`config.mk`:
```
export PLATFORM = sky130hd
export DESIGN_NAME = tx_core
export DESIGN_NICKNAME = d
export VERILOG_FILES = /design/src/tx_pkg.sv /design/src/crc16_unit.sv /design/src/mailbox_framer.sv /design/src/tx_arbiter.sv /design/src/tx_core.sv
export SDC_FILE = /design/constraint.sdc
export NUM_CORES = 1
export LEC_CHECK = 0
export BUFFER_PORTS_ARGS = -buffer_cell sky130_fd_sc_hd__buf_2
export CAP_MARGIN = 20
export CORE_UTILIZATION = 54
export CTS_BUF_LIST = sky130_fd_sc_hd__clkbuf_4 sky130_fd_sc_hd__clkbuf_8 sky130_fd_sc_hd__clkbuf_16
export CTS_CLUSTER_DIAMETER = 100
export CTS_CLUSTER_SIZE = 8
export DETAILED_ROUTE_END_ITERATION = 10
export GPL_TIMING_DRIVEN = 0
export HOLD_SLACK_MARGIN = 0.06
export PLACE_DENSITY = 0.76
export SYNTH_ARGS = -nofsm -noshare
export SYNTH_HDL_FRONTEND = slang
export SYNTH_SLANG_ARGS = --single-unit
```
`constraint.sdc`:
```
create_clock -name core_clk_i -period 1.6 [get_ports core_clk_i]
set_input_delay 0 -clock core_clk_i [delete_from_list [all_inputs] [get_ports core_clk_i]]
set_output_delay 0 -clock core_clk_i [all_outputs]
set_load 0.1 [all_outputs]
```
`src/tx_pkg.sv`:
```
`default_nettype none

package tx_pkg;

	// ########################################################################
	// Sizes and buffer address map.
	// ########################################################################

	localparam int HIPRI_MAILBOXES = 4;
	localparam int LOPRI_MAILBOXES = 4;
	localparam int MSG_BYTES       = 16;  // Header, length and up to 14 data bytes.
	localparam int MAX_LENGTH      = 7;
	localparam int ADDR_W          = 7;
	localparam int CNT_W           = 4;   // Holds 2*MAX_LENGTH.

	localparam logic [ADDR_W-1:0] LOPRI_BASE = 7'd0;
	localparam logic [ADDR_W-1:0] HIPRI_BASE = 7'd64;

	localparam logic [15:0] CRC_POLY = 16'h1021;
	localparam logic [15:0] CRC_INIT = 16'hFFFF;

	// ########################################################################
	// Types.
	// ########################################################################

	typedef enum logic {
		LANE_LO = 1'b0,
		LANE_HI = 1'b1
	} prio_e;

	// Control words, bit 8 marks a K code.
	typedef enum logic [8:0] {
		K_START_HI = 9'h1FB,
		K_END_HI   = 9'h1FD,
		K_START_LO = 9'h15C,
		K_END_LO   = 9'h1F7
	} code_e;

	typedef enum logic [2:0] {
		ST_IDLE, ST_START, ST_HEADER, ST_LENGTH,
		ST_DATA, ST_CRC_LO, ST_CRC_HI, ST_END
	} framer_state_e;

	typedef struct packed {
		logic        write;   // FIFO write strobe.
		prio_e       lane;    // Selects the lane FIFO.
		logic [8:0]  symbol;
	} tx_word_t;

	function automatic logic [ADDR_W-1:0] lane_base(prio_e lane);
		return (lane == LANE_HI) ? HIPRI_BASE : LOPRI_BASE;
	endfunction

	function automatic code_e start_code(prio_e lane);
		return (lane == LANE_HI) ? K_START_HI : K_START_LO;
	endfunction

	function automatic code_e end_code(prio_e lane);
		return (lane == LANE_HI) ? K_END_HI : K_END_LO;
	endfunction

endpackage

`default_nettype wire
```
`src/crc16_unit.sv`:
```
`timescale 1ns/1ps
`default_nettype none

module crc16_unit import tx_pkg::*; (
	input  logic        core_clk_i,
	input  logic        rst_n_i,
	input  logic        clear_i,
	input  logic        enable_i,
	input  logic [7:0]  data_i,
	output logic [15:0] crc_o
);

	logic [15:0] crc_q;
	logic [15:0] crc_next;

	// Byte folded in MSB first.
	always_comb begin
		logic fb;
		crc_next = crc_q;
		for (int i = 7; i >= 0; i--) begin
			fb = crc_next[15] ^ data_i[i];
			crc_next = {crc_next[14:0], 1'b0} ^ (fb ? CRC_POLY : 16'h0000);
		end
	end

	always_ff @(posedge core_clk_i or negedge rst_n_i) begin
		if (!rst_n_i)
			crc_q <= CRC_INIT;
		else if (clear_i)
			crc_q <= CRC_INIT;
		else if (enable_i)
			crc_q <= crc_next;
	end

	assign crc_o = crc_q;

endmodule

`default_nettype wire

```
`src/mailbox_framer.sv`:
```
`timescale 1ns/1ps
`default_nettype none

module mailbox_framer import tx_pkg::*; #(
	parameter prio_e PRIO      = LANE_LO,
	parameter int    MAILBOXES = 4
) (
	input  logic                 core_clk_i,
	input  logic                 rst_n_i,
	input  logic [MAILBOXES-1:0] start_i,
	output logic [MAILBOXES-1:0] wip_o,
	output logic                 req_o,
	input  logic                 grant_i,
	output logic                 busy_o,
	output logic [ADDR_W-1:0]    rd_addr_o,
	input  logic [7:0]           rd_data_i,
	output tx_word_t             word_o
);

	framer_state_e        state_q;
	logic [MAILBOXES-1:0] pend_q;
	logic [MAILBOXES-1:0] sel_q;       // One-hot, mailbox being sent.
	logic [MAILBOXES-1:0] end_mask;
	logic [MAILBOXES-1:0] first_mask;
	logic [ADDR_W-1:0]    first_idx;
	logic [ADDR_W-1:0]    first_addr;
	logic [ADDR_W-1:0]    addr_q;
	logic [CNT_W-1:0]     len2_q;      // 2*L.
	logic [CNT_W-1:0]     cnt_q;
	logic [15:0]          crc;

	// ########################################################################
	// Pending flags and mailbox choice.
	// ########################################################################

	assign end_mask = (state_q == ST_END) ? sel_q : '0;
	assign wip_o    = pend_q & ~end_mask;
	assign req_o    = (|pend_q) && (state_q == ST_IDLE);
	assign busy_o   = (state_q != ST_IDLE);

	// Lowest index wins.
	always_comb begin
		first_idx  = '0;
		first_mask = '0;
		for (int i = MAILBOXES - 1; i >= 0; i--) begin
			if (pend_q[i]) begin
				first_idx  = ADDR_W'(i);
				first_mask = '0;
				first_mask[i] = 1'b1;
			end
		end
	end

	assign first_addr = lane_base(PRIO) + ADDR_W'(first_idx * MSG_BYTES);

	// Base address goes out in the grant cycle, so the header arrives in ST_HEADER.
	assign rd_addr_o = grant_i ? first_addr : addr_q;

	// ########################################################################
	// Frame sequence.
	// ########################################################################

	always_ff @(posedge core_clk_i or negedge rst_n_i) begin
		if (!rst_n_i) begin
			state_q <= ST_IDLE;
			pend_q  <= '0;
			addr_q  <= '0;
		end else begin
			pend_q <= wip_o | start_i;
			if (state_q != ST_IDLE)
				addr_q <= addr_q + 1'b1;
			case (state_q)
				ST_IDLE: begin
					if (grant_i) begin
						state_q <= ST_START;
						addr_q  <= first_addr + 1'b1;
					end
				end
				ST_START:  state_q <= ST_HEADER;
				ST_HEADER: state_q <= ST_LENGTH;
				ST_LENGTH: state_q <= (rd_data_i == '0) ? ST_CRC_LO : ST_DATA;
				ST_DATA: begin
					if (cnt_q == len2_q)
						state_q <= ST_CRC_LO;
				end
				ST_CRC_LO: state_q <= ST_CRC_HI;
				ST_CRC_HI: state_q <= ST_END;
				default:   state_q <= ST_IDLE;  // ST_END.
			endcase
		end
	end

	always_ff @(posedge core_clk_i) begin
		if (grant_i)
			sel_q <= first_mask;
		if (state_q == ST_LENGTH) begin
			len2_q <= {rd_data_i[CNT_W-2:0], 1'b0};
			cnt_q  <= CNT_W'(1);
		end else if (state_q == ST_DATA) begin
			cnt_q <= cnt_q + 1'b1;
		end
	end

	crc16_unit i_crc (
		.core_clk_i (core_clk_i),
		.rst_n_i    (rst_n_i),
		.clear_i    (state_q == ST_START),
		.enable_i   (state_q inside {ST_HEADER, ST_LENGTH, ST_DATA}),
		.data_i     (rd_data_i),
		.crc_o      (crc)
	);

	// ########################################################################
	// Output word.
	// ########################################################################

	always_comb begin
		word_o.write  = (state_q != ST_IDLE);
		word_o.lane   = PRIO;
		case (state_q)
			ST_IDLE:   word_o.symbol = '0;
			ST_START:  word_o.symbol = start_code(PRIO);
			ST_CRC_LO: word_o.symbol = {1'b0, crc[7:0]};
			ST_CRC_HI: word_o.symbol = {1'b0, crc[15:8]};
			ST_END:    word_o.symbol = end_code(PRIO);
			default:   word_o.symbol = {1'b0, rd_data_i};  // Header, length, data.
		endcase
	end

	a_grant_needs_req: assert property (@(posedge core_clk_i) disable iff (!rst_n_i)
		grant_i |-> req_o);

	a_length_legal: assert property (@(posedge core_clk_i) disable iff (!rst_n_i)
		(state_q == ST_LENGTH) |-> (rd_data_i <= 8'(MAX_LENGTH)));

endmodule

`default_nettype wire

```
`src/tx_arbiter.sv`:
```
`timescale 1ns/1ps
`default_nettype none

module tx_arbiter import tx_pkg::*; (
	input  logic              core_clk_i,
	input  logic              rst_n_i,
	input  logic              hi_req_i,
	input  logic              lo_req_i,
	input  logic              hi_busy_i,
	input  logic              lo_busy_i,
	output logic              hi_grant_o,
	output logic              lo_grant_o,
	input  logic [ADDR_W-1:0] hi_addr_i,
	input  logic [ADDR_W-1:0] lo_addr_i,
	input  tx_word_t          hi_word_i,
	input  tx_word_t          lo_word_i,
	output logic [ADDR_W-1:0] mem_addr_o,
	output tx_word_t          tx_word_o
);

	logic gap_q;    // Set for the cycle after any busy cycle.
	logic free;
	logic hi_sel;

	assign free       = !hi_busy_i && !lo_busy_i && !gap_q;
	assign hi_grant_o = free && hi_req_i;
	assign lo_grant_o = free && lo_req_i && !hi_req_i;  // High lane first.

	assign hi_sel = hi_busy_i || hi_grant_o;

	always_ff @(posedge core_clk_i or negedge rst_n_i) begin
		if (!rst_n_i) begin
			gap_q      <= 1'b0;
			mem_addr_o <= '0;
		end else begin
			gap_q      <= hi_busy_i || lo_busy_i;
			mem_addr_o <= hi_sel ? hi_addr_i : lo_addr_i;
		end
	end

	always_comb begin
		if (hi_busy_i)
			tx_word_o = hi_word_i;
		else if (lo_busy_i)
			tx_word_o = lo_word_i;
		else
			tx_word_o = '{write: 1'b0, lane: LANE_LO, symbol: '0};
	end

	a_one_busy: assert property (@(posedge core_clk_i) disable iff (!rst_n_i)
		!(hi_busy_i && lo_busy_i));

	// Only the granted framer is busy on the next cycle.
	a_grant_taken: assert property (@(posedge core_clk_i) disable iff (!rst_n_i)
		(hi_grant_o || lo_grant_o) |=>
			(hi_busy_i == $past(hi_grant_o)) && (lo_busy_i == $past(lo_grant_o)));

endmodule

`default_nettype wire

```
`src/tx_core.sv`:
```
`timescale 1ns/1ps
`default_nettype none

module tx_core import tx_pkg::*; (
	input  logic                       core_clk_i,
	input  logic                       rst_n_i,
	input  logic [HIPRI_MAILBOXES-1:0] tx_hipri_start_i,
	output logic [HIPRI_MAILBOXES-1:0] tx_hipri_wip_o,
	input  logic [LOPRI_MAILBOXES-1:0] tx_lopri_start_i,
	output logic [LOPRI_MAILBOXES-1:0] tx_lopri_wip_o,
	output logic [ADDR_W-1:0]          mem_addr_o,
	input  logic [7:0]                 mem_data_i,
	output tx_word_t                   tx_word_o
);

	logic              hi_req, lo_req;
	logic              hi_grant, lo_grant;
	logic              hi_busy, lo_busy;
	logic [ADDR_W-1:0] hi_addr, lo_addr;
	tx_word_t          hi_word, lo_word;

	mailbox_framer #(.PRIO(LANE_HI), .MAILBOXES(HIPRI_MAILBOXES)) hi_framer (
		.core_clk_i (core_clk_i),
		.rst_n_i    (rst_n_i),
		.start_i    (tx_hipri_start_i),
		.wip_o      (tx_hipri_wip_o),
		.req_o      (hi_req),
		.grant_i    (hi_grant),
		.busy_o     (hi_busy),
		.rd_addr_o  (hi_addr),
		.rd_data_i  (mem_data_i),
		.word_o     (hi_word)
	);

	mailbox_framer #(.PRIO(LANE_LO), .MAILBOXES(LOPRI_MAILBOXES)) lo_framer (
		.core_clk_i (core_clk_i),
		.rst_n_i    (rst_n_i),
		.start_i    (tx_lopri_start_i),
		.wip_o      (tx_lopri_wip_o),
		.req_o      (lo_req),
		.grant_i    (lo_grant),
		.busy_o     (lo_busy),
		.rd_addr_o  (lo_addr),
		.rd_data_i  (mem_data_i),
		.word_o     (lo_word)
	);

	tx_arbiter i_arbiter (
		.core_clk_i (core_clk_i),
		.rst_n_i    (rst_n_i),
		.hi_req_i   (hi_req),
		.lo_req_i   (lo_req),
		.hi_busy_i  (hi_busy),
		.lo_busy_i  (lo_busy),
		.hi_grant_o (hi_grant),
		.lo_grant_o (lo_grant),
		.hi_addr_i  (hi_addr),
		.lo_addr_i  (lo_addr),
		.hi_word_i  (hi_word),
		.lo_word_i  (lo_word),
		.mem_addr_o (mem_addr_o),
		.tx_word_o  (tx_word_o)
	);

endmodule

`default_nettype wire

```
==> run metrics <==
combinational family with the most area after synthesis=compound AO/OA/AOI/OAI gates; area fraction in compound gates after synthesis=17.4%; Critical Path, Cell by Cell=buf_6 -> buf_4 -> buf_6 -> nor4_4 -> and3_4 -> mux2i_4 -> o21ai_1; Synth Area in XOR/XNOR=12.7%; Critical path buffers and inverters=3; layout overhead on the synthesized area=49.7%; Max Clock Skew=0.0128 ns; Final TNS setup=-9.77 ns; area taken by multi-input logic gates=0.00311 mm^2; average cell area after synthesis=10.0 um^2; Final Cycle Share=121%; Maximum Capacitance Violations=0; cell depth of the worst flop-to-flop path=7; share of flip-flops with an asynchronous set or reset after synthesis=75.6%; count of unique library cells instantiated by Yosys=60; clk_lat worst skew=0.37 ns; Post-Syn Nets=506; worst-case clock buffer depth=2; Crit Path Class=flop to flop; maximum number of pins on one net before global-route repair=69; multiplexer share of the synthesized area=2.14%; arrival time of the worst setup path=2.18 ns; class of the most critical hold timing path=input pin to flop; DRC violation count after routing=0; detailed router's first-iteration violation count=277; # IOs=44; overall track demand over capacity in global routing=28.3%; required time at the endpoint of the critical path=1.84 ns; most frequent CP cell=sky130_fd_sc_hd__buf_6; critical path peak fanout=6; most instantiated flip-flop cell in the synthesis netlist=sky130_fd_sc_hd__dfrtp_1; cell type with the largest total area after synthesis=sky130_fd_sc_hd__dfrtp_1; startpoint class of the critical path=flop; grt ovf=0; CTS H-tree lvls=3; Die Span X=96.7 um; biggest area contributors in the synthesized netlist=sky130_fd_sc_hd__dfrtp_1 (19%), sky130_fd_sc_hd__dfstp_2 (17%), sky130_fd_sc_hd__edfxtp_1 (8.7%), sky130_fd_sc_hd__xnor2_1 (8.7%), sky130_fd_sc_hd__a21oi_1 (5.1%); routed length per instance=21.4 um; Inserted Clock Buffers=9; least setup slack across all paths after layout=-0.340 ns; post-synth top area share=18.6%; highest-delay cell along the critical path=sky130_fd_sc_hd__dfrtp_1; root buffer cell=sky130_fd_sc_hd__clkbuf_8; number of storage elements in the synthesis netlist=90; synthesized instance count=484; RSZ-0062 raised after global routing=true; number of routed nets with antenna violations=0; transition time of the tightest slew-check pin=0.881 ns; net count of the finished layout=619; clock tree from TritonCTS=built; clock input transition at the sequential cells of the worst setup and hold paths=0.08 ns; Starting Density=55.5%; flip-flop and latch area=0.00233 mm^2; Largest stage delay, worst path=0.38 ns; layout cell share with drive strength beyond 1=48.2%; number of enable-type register cells in the synthesized netlist=14; global-route wire length before repair=21.1 mm; number of pins with negative max-slew slack in the final report=0; Adder-Cell Fraction of Synth Area=1.03%; count of cell instances traversed by the critical path=7; hpwl dp=8.12 mm; number of vias after detailed routing=4396; top cell family by delay on the critical path=simple AND/OR/NAND/NOR gates; core footprint=0.00872 mm^2; Worst setup EP type=flop; simple-gate share of the synthesized area=14.9%; Yosys warnings=0; number of cells after detailed placement=630; number of global-route vias before repair=4210; number of buffers added on ports=38; layout filler cell count=447; Avg Vias per Cell=6.19; height of the chip=96.7 um; sequential element share of the synthesized area=47.9%; min cycle time layout=1.94 ns; Worst slew margin=41.3%; routability cong.=0.890; Detailed Routing Iterations Pass 1=6; # diodes=0; filler-free cell count of the finished design=710; final-report setup violation count=60; Cells on Worst Hold Path=4; violations in the final reports=negative setup slack; initial antenna violation count=0; Die Area=0.00935 mm^2; final wirelength=15.2 mm; count of endpoints failing hold in the final timing report=0; number of standard-cell rows in the floorplan=34; number of sinks on the clock net=90; cell area after technology mapping=0.00484 mm^2; max frequency=515 MHz; result of the run=finished with violations
-- repair_timing --
item	4_1_cts	5_1_grt
pin swaps	20	35
buffers inserted	22	29
endpoints found under the setup margin	89	82
hold endpoints to repair	50	0
resized for setup	152	118
hold buffers	12	0
gates cloned	0	5
-- worst paths after layout --
check	start	end	slack, ns
max in group asynchronous	rst_n_i	lo_framer.state_q[1]	0.68
max reg2reg	hi_framer.state_q[1]	hi_framer.addr_q[4]	-0.34
max	hi_framer.state_q[1]	hi_framer.addr_q[4]	-0.34
min in group asynchronous	rst_n_i	lo_framer.pend_q[3]	0.29
min	mem_data_i[6]	hi_framer.state_q[0]	0.23
min reg2reg	hi_framer.addr_q[6]	hi_framer.addr_q[6]	0.52
-- through the flow --
step / instance area [um^2] / hold WS, ns / setup slack, ns / util, %
floorplan: 5120 / -0.296 / -0.464 / -
global route: 7250 / 0.247 / -0.380 / 83.1
detailed placement: 5450 / 0.166 / -0.587 / 62.5
finish: 7250 / 0.234 / -0.340 / 83.1
CTS: 6490 / 0.134 / -0.377 / 74.4
global placement: 5450 / 0.191 / -0.546 / 62.5
-- state kept, by name (all words and copies together) (netlist names), 7 cells and up --
name,cells
lo_framer.i_crc.crc_o,16
hi_framer.addr_q,7
lo_framer.addr_q,7
hi_framer.i_crc.crc_o,16
i_arbiter.mem_addr_o,7
-- area by class of cell --
type                       instances  area share [%]
buffer                            29            3.87
sequential                        90            32.2
clock buffer                      15            2.59
tap                              108            1.86
multi-input combinational        349            42.9
clock inverter                     1           0.121
timing repair buffer             106            15.7
inverter                          12           0.828
-- Yosys cell counts, types with 5 or more instances --
| library cell | count |
|---|---|
| sky130_fd_sc_hd__nand2b_1 | 8 |
| sky130_fd_sc_hd__o311ai_0 | 5 |
| sky130_fd_sc_hd__clkbuf_1 | 17 |
| sky130_fd_sc_hd__xor2_1 | 22 |
| sky130_fd_sc_hd__o221ai_1 | 9 |
| sky130_fd_sc_hd__o22a_1 | 12 |
| sky130_fd_sc_hd__dfxtp_1 | 8 |
| sky130_fd_sc_hd__or2_2 | 9 |
| sky130_fd_sc_hd__nand3_1 | 8 |
| sky130_fd_sc_hd__o22ai_1 | 6 |
| sky130_fd_sc_hd__o21ai_0 | 5 |
| sky130_fd_sc_hd__a21oi_1 | 49 |
| sky130_fd_sc_hd__nor3_1 | 8 |
| sky130_fd_sc_hd__nor4_1 | 5 |
| sky130_fd_sc_hd__mux2i_1 | 7 |
| sky130_fd_sc_hd__buf_2 | 8 |
| sky130_fd_sc_hd__inv_1 | 11 |
| sky130_fd_sc_hd__dfstp_2 | 32 |
| sky130_fd_sc_hd__and3_1 | 5 |
| sky130_fd_sc_hd__a21boi_0 | 7 |
| sky130_fd_sc_hd__nor2_1 | 57 |
| sky130_fd_sc_hd__xnor2_1 | 48 |
| sky130_fd_sc_hd__edfxtp_1 | 14 |
| sky130_fd_sc_hd__dfrtp_1 | 36 |
| sky130_fd_sc_hd__nand2_1 | 21 |
-- placed cells by master (no fill, tap or decap), types with 5 or more instances in the layout --
cell type	netlist	layout
sky130_fd_sc_hd__a21boi_4	0	6
sky130_fd_sc_hd__a21oi_1	49	28
sky130_fd_sc_hd__a21oi_2	1	19
sky130_fd_sc_hd__buf_12	0	17
sky130_fd_sc_hd__buf_2	8	20
sky130_fd_sc_hd__buf_4	1	29
sky130_fd_sc_hd__buf_6	1	36
sky130_fd_sc_hd__buf_8	0	8
sky130_fd_sc_hd__clkbuf_1	17	5
sky130_fd_sc_hd__clkbuf_4	0	6
sky130_fd_sc_hd__clkbuf_8	0	13
sky130_fd_sc_hd__dfrtp_1	36	28
sky130_fd_sc_hd__dfrtp_2	0	8
sky130_fd_sc_hd__dfstp_2	32	32
sky130_fd_sc_hd__dfxtp_1	8	8
sky130_fd_sc_hd__dlygate4sd3_1	0	12
sky130_fd_sc_hd__edfxtp_1	14	14
sky130_fd_sc_hd__inv_1	11	9
sky130_fd_sc_hd__mux2i_1	7	6
sky130_fd_sc_hd__nand2_1	21	14
sky130_fd_sc_hd__nand2b_1	8	5
sky130_fd_sc_hd__nand3_1	8	5
sky130_fd_sc_hd__nor2_1	57	47
sky130_fd_sc_hd__nor2_4	0	7
sky130_fd_sc_hd__nor3_1	8	5
sky130_fd_sc_hd__o221ai_2	0	8
sky130_fd_sc_hd__o22a_1	12	12
sky130_fd_sc_hd__o311ai_4	0	5
sky130_fd_sc_hd__or2_2	9	7
sky130_fd_sc_hd__xnor2_1	48	44
sky130_fd_sc_hd__xor2_1	22	16
sky130_fd_sc_hd__xor2_2	0	6
-- metal layers --
layer / routed length, um / GRT usage (%)
met1: 5870 / 36.2
met5: 0 / 0
met4: 493 / 10.6
met3: 783 / 5.49
met2: 8060 / 47.8
-- worst register-to-register path: cells and delay by family, from the launching register on --
kind                   cells  cell delay [ns]
flip-flops                 1             0.38
buffers and inverters      3             0.39
AO/OA/AOI/OAI              1             0.11
AND/OR/NAND/NOR            2             0.65
multiplexers               1             0.31
-- kinds of logic after synthesis --
group,after synthesis
DFF,90
buffers and inverters,45
and+or+nand+nor,142
muxes,10
AOI/OAI and AO/OA,123
xor gates and xnor gates,70
adders and majority gates,4
Power is not shown: default switching activity piles up to over one toggle a cycle in this logic, so the estimate is an artifact.
